## src/rtl/serial_pkg.sv

```systemverilog
package serial_pkg;

  // clock cycles per serial bit, kept small for short simulations
  localparam int clks_per_bit = 8;

  // payload bits per frame
  localparam int data_bits = 8;

  // one payload byte
  typedef logic [data_bits-1:0] uart_byte_t;

  // counts data bits plus start and stop
  typedef logic [$clog2(data_bits + 2)-1:0] bit_cnt_t;

  // counts cycles within one bit
  typedef logic [$clog2(clks_per_bit + 1)-1:0] tick_cnt_t;

endpackage

```

## src/rtl/stream_pkg.sv

```systemverilog
package stream_pkg;

  // number of buffered bytes
  localparam int fifo_depth = 8;

  // read and write pointers wrap naturally
  typedef logic [$clog2(fifo_depth)-1:0] fifo_ptr_t;

  // one extra bit so that a full buffer is representable
  typedef logic [$clog2(fifo_depth):0] fifo_level_t;

endpackage

```

## src/rtl/byte_stream_if.sv

```systemverilog
`timescale 1ns/1ps

interface byte_stream_if (
  input logic cpu_clk_g
);
  logic                   valid;
  logic                   ready;
  serial_pkg::uart_byte_t data;

  // valid and data hold until a cycle with ready high
  modport producer (
    input  cpu_clk_g,
    input  ready,
    output valid,
    output data
  );

  modport consumer (
    input  cpu_clk_g,
    input  valid,
    input  data,
    output ready
  );

endinterface

```

## src/rtl/uart_rx.sv

```systemverilog
`timescale 1ns/1ps

module uart_rx (
  input  logic            cpu_clk_g,
  input  logic            rst,
  input  logic            rx_line,
  byte_stream_if.producer out
);
  typedef enum logic [1:0] {
    st_idle,
    st_start,
    st_data,
    st_stop
  } rx_state_t;

  rx_state_t              state_q;
  logic                   rx_meta;
  logic                   rx_sync;
  serial_pkg::tick_cnt_t  tick_q;
  serial_pkg::bit_cnt_t   bit_q;
  serial_pkg::uart_byte_t shift_q;
  logic                   valid_q;
  logic                   half_tick;
  logic                   full_tick;

  // line idles high, so the synchronizer comes out of reset high
  always_ff @(posedge cpu_clk_g) begin
    if (rst) begin
      rx_meta <= 1'b1;
      rx_sync <= 1'b1;
    end else begin
      rx_meta <= rx_line;
      rx_sync <= rx_meta;
    end
  end

  assign half_tick = tick_q == serial_pkg::tick_cnt_t'(serial_pkg::clks_per_bit / 2 - 1);
  assign full_tick = tick_q == serial_pkg::tick_cnt_t'(serial_pkg::clks_per_bit - 1);

  always_ff @(posedge cpu_clk_g) begin
    if (rst) begin
      state_q <= st_idle;
      tick_q  <= '0;
      bit_q   <= '0;
      valid_q <= 1'b0;
    end else begin
      if (valid_q && out.ready) begin
        valid_q <= 1'b0;
      end
      case (state_q)
        st_idle: begin
          tick_q <= '0;
          bit_q  <= '0;
          // no new frame while the last byte is still pending
          if (!valid_q && !rx_sync) begin
            state_q <= st_start;
          end
        end
        st_start: begin
          if (half_tick) begin
            tick_q  <= '0;
            state_q <= rx_sync ? st_idle : st_data;
          end else begin
            tick_q <= tick_q + 1'b1;
          end
        end
        st_data: begin
          if (full_tick) begin
            tick_q <= '0;
            bit_q  <= bit_q + 1'b1;
            if (bit_q == serial_pkg::bit_cnt_t'(serial_pkg::data_bits - 1)) begin
              state_q <= st_stop;
            end
          end else begin
            tick_q <= tick_q + 1'b1;
          end
        end
        st_stop: begin
          if (full_tick) begin
            tick_q  <= '0;
            state_q <= st_idle;
            // a low stop bit drops the frame
            if (rx_sync) begin
              valid_q <= 1'b1;
            end
          end else begin
            tick_q <= tick_q + 1'b1;
          end
        end
        default: state_q <= st_idle;
      endcase
    end
  end

  // lsb first, so new bits enter at the top
  always_ff @(posedge cpu_clk_g) begin
    if (state_q == st_data && full_tick) begin
      shift_q <= {rx_sync, shift_q[serial_pkg::data_bits-1:1]};
    end
  end

  assign out.valid = valid_q;
  assign out.data  = shift_q;

endmodule

```

## src/rtl/byte_fifo.sv

```systemverilog
`timescale 1ns/1ps

module byte_fifo (
  input  logic            cpu_clk_g,
  input  logic            rst,
  byte_stream_if.consumer wr,
  byte_stream_if.producer rd
);
  serial_pkg::uart_byte_t  mem [stream_pkg::fifo_depth];
  stream_pkg::fifo_ptr_t   wr_ptr_q;
  stream_pkg::fifo_ptr_t   rd_ptr_q;
  stream_pkg::fifo_level_t level_q;
  logic                    full;
  logic                    push;
  logic                    pop;

  assign full = level_q == stream_pkg::fifo_level_t'(stream_pkg::fifo_depth);
  assign push = wr.valid && wr.ready;
  assign pop  = rd.valid && rd.ready;

  assign wr.ready = !full;
  assign rd.valid = level_q != '0;
  assign rd.data  = mem[rd_ptr_q];

  always_ff @(posedge cpu_clk_g) begin
    if (push) begin
      mem[wr_ptr_q] <= wr.data;
    end
  end

  // depth is a power of two, pointers wrap on overflow
  always_ff @(posedge cpu_clk_g) begin
    if (rst) begin
      wr_ptr_q <= '0;
      rd_ptr_q <= '0;
      level_q  <= '0;
    end else begin
      if (push) begin
        wr_ptr_q <= wr_ptr_q + 1'b1;
      end
      if (pop) begin
        rd_ptr_q <= rd_ptr_q + 1'b1;
      end
      case ({push, pop})
        2'b10:   level_q <= level_q + 1'b1;
        2'b01:   level_q <= level_q - 1'b1;
        default: level_q <= level_q;
      endcase
    end
  end

endmodule

```

## src/rtl/uart_tx.sv

```systemverilog
`timescale 1ns/1ps

module uart_tx (
  input  logic            cpu_clk_g,
  input  logic            rst,
  input  logic            stall,
  byte_stream_if.consumer in,
  output logic            tx_line
);
  logic                                busy_q;
  logic [serial_pkg::data_bits+1:0]    frame_q;
  serial_pkg::tick_cnt_t               tick_q;
  serial_pkg::bit_cnt_t                bit_q;
  logic                                take;
  logic                                full_tick;

  // new bytes only in idle, non-stalled cycles
  assign in.ready  = !busy_q && !stall;
  assign take      = in.valid && in.ready;
  assign full_tick = tick_q == serial_pkg::tick_cnt_t'(serial_pkg::clks_per_bit - 1);

  always_ff @(posedge cpu_clk_g) begin
    if (rst) begin
      busy_q <= 1'b0;
      tick_q <= '0;
      bit_q  <= '0;
    end else if (!busy_q) begin
      tick_q <= '0;
      bit_q  <= '0;
      if (take) begin
        busy_q <= 1'b1;
      end
    end else if (full_tick) begin
      tick_q <= '0;
      // last bit is the stop bit
      if (bit_q == serial_pkg::bit_cnt_t'(serial_pkg::data_bits + 1)) begin
        busy_q <= 1'b0;
      end else begin
        bit_q <= bit_q + 1'b1;
      end
    end else begin
      tick_q <= tick_q + 1'b1;
    end
  end

  // stop, data and start bit loaded together, shifted out lsb first
  always_ff @(posedge cpu_clk_g) begin
    if (take) begin
      frame_q <= {1'b1, in.data, 1'b0};
    end else if (busy_q && full_tick) begin
      frame_q <= {1'b1, frame_q[serial_pkg::data_bits+1:1]};
    end
  end

  assign tx_line = busy_q ? frame_q[0] : 1'b1;

endmodule

```

## src/rtl/stall_ctrl.sv

```systemverilog
`timescale 1ns/1ps

module stall_ctrl (
  input  logic cpu_clk_g,
  input  logic rst,
  input  logic stall_sw,
  output logic stall,
  output logic stall_mode
);
  logic sw_meta;
  logic sw_sync;
  logic sw_prev;
  logic sw_rise;

  always_ff @(posedge cpu_clk_g) begin
    if (rst) begin
      sw_meta <= 1'b0;
      sw_sync <= 1'b0;
      sw_prev <= 1'b0;
    end else begin
      sw_meta <= stall_sw;
      sw_sync <= sw_meta;
      sw_prev <= sw_sync;
    end
  end

  // one toggle per press, however long the switch is held
  assign sw_rise = sw_sync && !sw_prev;

  always_ff @(posedge cpu_clk_g) begin
    if (rst) begin
      stall_mode <= 1'b0;
      stall      <= 1'b0;
    end else begin
      if (sw_rise) begin
        stall_mode <= !stall_mode;
      end
      stall <= stall_mode ? !stall : 1'b0;
    end
  end

endmodule

```

## src/rtl/serial_echo_top.sv

```systemverilog
`timescale 1ns/1ps

module serial_echo_top (
  input  logic cpu_clk_g,
  input  logic rst,
  input  logic serial_rx,
  output logic serial_tx,
  input  logic stall_sw,
  output logic stall_led
);
  logic stall;
  logic stall_mode;

  byte_stream_if rx_stream (.cpu_clk_g(cpu_clk_g));
  byte_stream_if tx_stream (.cpu_clk_g(cpu_clk_g));

  uart_rx u_rx (
    .cpu_clk_g (cpu_clk_g),
    .rst       (rst),
    .rx_line   (serial_rx),
    .out       (rx_stream.producer)
  );

  // buffers received bytes until the transmitter is free
  byte_fifo u_fifo (
    .cpu_clk_g (cpu_clk_g),
    .rst       (rst),
    .wr        (rx_stream.consumer),
    .rd        (tx_stream.producer)
  );

  uart_tx u_tx (
    .cpu_clk_g (cpu_clk_g),
    .rst       (rst),
    .stall     (stall),
    .in        (tx_stream.consumer),
    .tx_line   (serial_tx)
  );

  stall_ctrl u_stall (
    .cpu_clk_g  (cpu_clk_g),
    .rst        (rst),
    .stall_sw   (stall_sw),
    .stall      (stall),
    .stall_mode (stall_mode)
  );

  assign stall_led = stall_mode;

endmodule

```

## config.mk

```make
export PLATFORM = sky130hd
export DESIGN_NAME = serial_echo_top
export DESIGN_NICKNAME = d
export VERILOG_FILES = /design/src/rtl/serial_pkg.sv /design/src/rtl/stream_pkg.sv /design/src/rtl/byte_stream_if.sv /design/src/rtl/uart_rx.sv /design/src/rtl/byte_fifo.sv /design/src/rtl/uart_tx.sv /design/src/rtl/stall_ctrl.sv /design/src/rtl/serial_echo_top.sv
export SDC_FILE = /design/constraint.sdc
export NUM_CORES = 1
export LEC_CHECK = 0
export ABC_AREA = 1
export ABC_CLOCK_PERIOD_IN_PS = 5000
export BUFFER_PORTS_ARGS = -buffer_cell sky130_fd_sc_hd__buf_2
export CAP_MARGIN = 20
export CORE_MARGIN = 2
export CORE_UTILIZATION = 40
export CTS_CLUSTER_DIAMETER = 80
export CTS_CLUSTER_SIZE = 10
export DETAILED_ROUTE_END_ITERATION = 7
export SLEW_MARGIN = 20
export SYNTH_ARGS = -nofsm -noshare
export SYNTH_HDL_FRONTEND = slang
export SYNTH_HIERARCHICAL = 1
export SYNTH_SLANG_ARGS = --single-unit
export TNS_END_PERCENT = 1
```

## constraint.sdc

```tcl
create_clock -name cpu_clk_g -period 5 [get_ports cpu_clk_g]
set_input_delay 0.75 -clock cpu_clk_g [delete_from_list [all_inputs] [get_ports cpu_clk_g]]
set_output_delay 0.75 -clock cpu_clk_g [all_outputs]
set_load 0.005 [all_outputs]
```

==> impl_results.md <==
- Status: finished clean
- Area Overhead vs Synth: 13.1%
- Crit start category: flip-flop
- Die Y: 117 um
- Post-Synthesis Cells: 486
- Starting Density: 0.409
- Sequential share of the synthesized area: 0.627
- Clock power share: 0.359
- CP required: 4.25 ns
- Post-synthesis register bit count: 121
- Syn Std Cell Area: 5140 um^2
- Buffers and inverters on the worst path: 2
- Final period util: 0.466
- Die Wd: 117 um
- Post-cts hold buffer count: 0
- Peak supply drop: 246 uV
- Setup Viol. Count Final: 0
- RSZ-0062 raised after global routing: false
- Clock Path Buffers: 2
- Critical Path Slowest Stage Cell: dfxtp_1
- Pint: 2120 uW
- Max Slew Vio Count: 0
- Initial DRC Count: 197
- Synth cell types: 39
- Comb power frac: 0.230
- CTS sink cnt: 121
- Row count: 41
- CP Data Arrival Time: 1.58 ns
- Largest net degree at the start of global routing: 34
- Max_cap viols: 0
- Gates resized, CTS repair: 0
- Dpl hpwl: 6050 um
- Hold Path Class: flip-flop to flip-flop
- Kind of end point of the critical path: primary output
- Worst-Skew Late Latency: 0.40 ns
- Global-route wire length before repair: 15,000 um
- Share of layout cells above drive strength 1: 0.131
- First drt pass iteration count: 4
- Net Switching: 921 uW
- Worst clock skew: 0.00609 ns
- Most common cell after layout, fill and taps aside: nand2_1
- RD Place Congestion: 0.759
- IO buf count: 5
- Core area: 12,600 um^2
- Final Util: 0.463
- Setup TNS: 0 ns
- Synthesis Warnings: 6
- Final hold vios: 0
- Syn avg cell area: 10.6 um^2
- Post-Syn Nets: 500
- Critical path class: flip-flop to primary output
- Total GRT Usage: 0.140
- Antenna violations before repair: 0
- CP Cell Sequence: inv_4 -> or2_2 -> buf_2
- Static leakage: 0.00214 uW
- Final period demand of the worst path: 2.33 ns
- Max incr delay on CP: 0.65 ns
- Sw Ratio: 0.303
- Htree depth: 4
- Crit path max fanout: 11
- Most frequent cells in the layout: 87 x nand2_1, 80 x edfxtp_1, 70 x nor2_1
- CTS tree: built
- Antenna cell count: 0
- Num CTS Buffers: 17
- Pwr dens: 523 nW/um^2
- # nets final: 512
- DRT antenna net count: 0
- Worst slew pin tran: 0.983 ns
- Fmax achieved: 0.429 GHz
- Vias per cell: 4.89
- Ports: 6
- Clk pin slew, worst setup/hold paths: 0.05 ns
- Drt total wl: 9100 um
- Remaining DRCs: 0
- CP top delay family: flip-flops
- Via Count: 3,340
- Grt ovf: 0
- Die area: 13,800 um^2
- Fillers: 1,161
- Vias in the first global route: 3,118
- CTS root buffer: clkbuf_16
- Avg WL per Cell: 13.3 um
- Setup Fix Bufs, Post-CTS: 0
- Seq pwr share: 0.410
- Rel. slew slack: 0.343
[synthesized netlist by cell type]
cell type | instances | area (um^2)
clkbuf_4 | 1 | 7.51
buf_6 | 8 | 90.1
inv_2 | 2 | 7.51
ha_1 | 10 | 125
dfxtp_1 | 41 | 821
o22ai_1 | 8 | 50.1
a211oi_2 | 1 | 12.5
o21ai_0 | 25 | 125
nor3_1 | 3 | 15.0
nor2_8 | 1 | 20.0
nor2_4 | 4 | 45.0
nor2_1 | 70 | 263
nand3_1 | 27 | 135
xor2_1 | 2 | 17.5
nand4_1 | 2 | 12.5
edfxtp_1 | 80 | 2400
nand2_4 | 1 | 11.3
o21ai_1 | 17 | 85.1
a31oi_1 | 1 | 6.26
or2_2 | 3 | 18.8
nor3b_1 | 1 | 7.51
nor3b_2 | 1 | 12.5
buf_2 | 1 | 5.00
nand3_2 | 7 | 70.1
o21ai_2 | 1 | 8.76
buf_4 | 1 | 7.51
inv_4 | 1 | 6.26
nand2_2 | 6 | 37.5
buf_1 | 1 | 3.75
inv_1 | 36 | 135
clkbuf_1 | 1 | 3.75
a21oi_1 | 13 | 65.1
nand2_1 | 87 | 327
or2_1 | 1 | 6.26
mux2i_1 | 8 | 80.1
a211oi_1 | 1 | 7.51
xnor2_1 | 4 | 35.0
nor2_2 | 6 | 37.5
a21oi_2 | 2 | 17.5
[state kept, by name (all words and copies together), names as in the netlist, named ones only]
register	cells
u_fifo/mem	64
u_tx/frame_q	9
u_rx/out.data	8
u_fifo/level_q	4
u_rx/bit_q	4
u_rx/tick_q	4
u_tx/bit_q	4
u_tx/tick_q	4
u_fifo/rd_ptr_q	3
u_fifo/wr_ptr_q	3
u_rx/out.valid	1
u_rx/rx_meta	1
u_rx/rx_sync	1
u_rx/state_q	1
u_stall/stall	1
u_stall/stall_mode	1
u_stall/sw_meta	1
u_stall/sw_prev	1
u_stall/sw_sync	1
u_tx/busy_q	1
[metal layers]
metal  global-route usage  up-vias  part of all wire
met5                    0        -                 0
met4               0.0745        0             0.022
met3               0.0379       20             0.040
met2                0.217       64              0.47
met1                0.178     1575              0.47
li1                     -     1681                 -
[metrics by stage]
| step | std cells | cell area, um^2 | hold slack, ns | setup WS [ns] | total power, uW |
|---|---|---|---|---|---|
| 2_1_floorplan | 486 | 5140 | 0.388 | 3.27 | 1850 |
| 3_3_place_gp | 651 | 5270 | 0.396 | 2.93 | 1950 |
| 3_5_place_dp | 651 | 5270 | 0.397 | 2.88 | 1970 |
| 4_1_cts | 683 | 5820 | 0.409 | 2.64 | 3070 |
| 5_1_grt | 683 | 5820 | 0.428 | 2.59 | 3220 |
| 6_report | 683 | 5820 | 0.406 | 2.67 | 3040 |
[cells by family after synthesis]
| group | Yosys count | share of synthesized area |
|---|---|---|
| AND/OR/NAND/NOR | 220 | 0.198 |
| adder cells (fa/ha/maj) | 10 | 0.0243 |
| AO/OA/AOI/OAI | 69 | 0.0735 |
| flip-flops | 121 | 0.627 |
| XOR/XNOR | 6 | 0.0102 |
| multiplexers | 8 | 0.0156 |
| buffers and inverters | 52 | 0.0518 |
[worst paths after layout]
kind / slack, ns / to / startpoint / cells after the start
setup / recovery: 2.67 / serial_tx / u_tx/busy_q / 3
hold / removal: 0.41 / u_rx/rx_sync / u_rx/rx_meta / 1
setup reg to reg: 2.86 / u_fifo/level_q[2] / u_tx/busy_q / 12
hold reg to reg: 0.41 / u_rx/rx_sync / u_rx/rx_meta / 1
[layout make-up]
class / instances / area (um^2) / area share
clock buffers: 30 / 534 / 0.0918
clock inverters: 2 / 10.0 / 0.00172
inverters: 39 / 149 / 0.0256
multi-input cells: 313 / 1650 / 0.284
flip-flops and latches: 121 / 3220 / 0.554
well taps: 172 / 215 / 0.0370
repair buffers: 6 / 32.5 / 0.00559
[power groups by stage]
stage / logic [uW] / registers, uW / clock network, uW
after floorplan: 624 / 1230 / 0
after global placement: 684 / 1270 / 0
after detailed placement: 699 / 1270 / 0
after CTS: 704 / 1250 / 1120
after global routing: 795 / 1260 / 1160
final: 702 / 1250 / 1090
[worst reg2reg max path, cell delays in order, from the launching register on]
cell and delay, ns:
dfxtp_1 0.65, nor2_4 0.15, nand2_2 0.14, inv_1 0.09
ha_1 0.22, nand2_1 0.08, inv_1 0.04, nor2_1 0.12
ha_1 0.17, a21oi_1 0.05, xnor2_1 0.12, o21ai_0 0.14
inv_1 0.05
(Power assumes the default switching activity.)
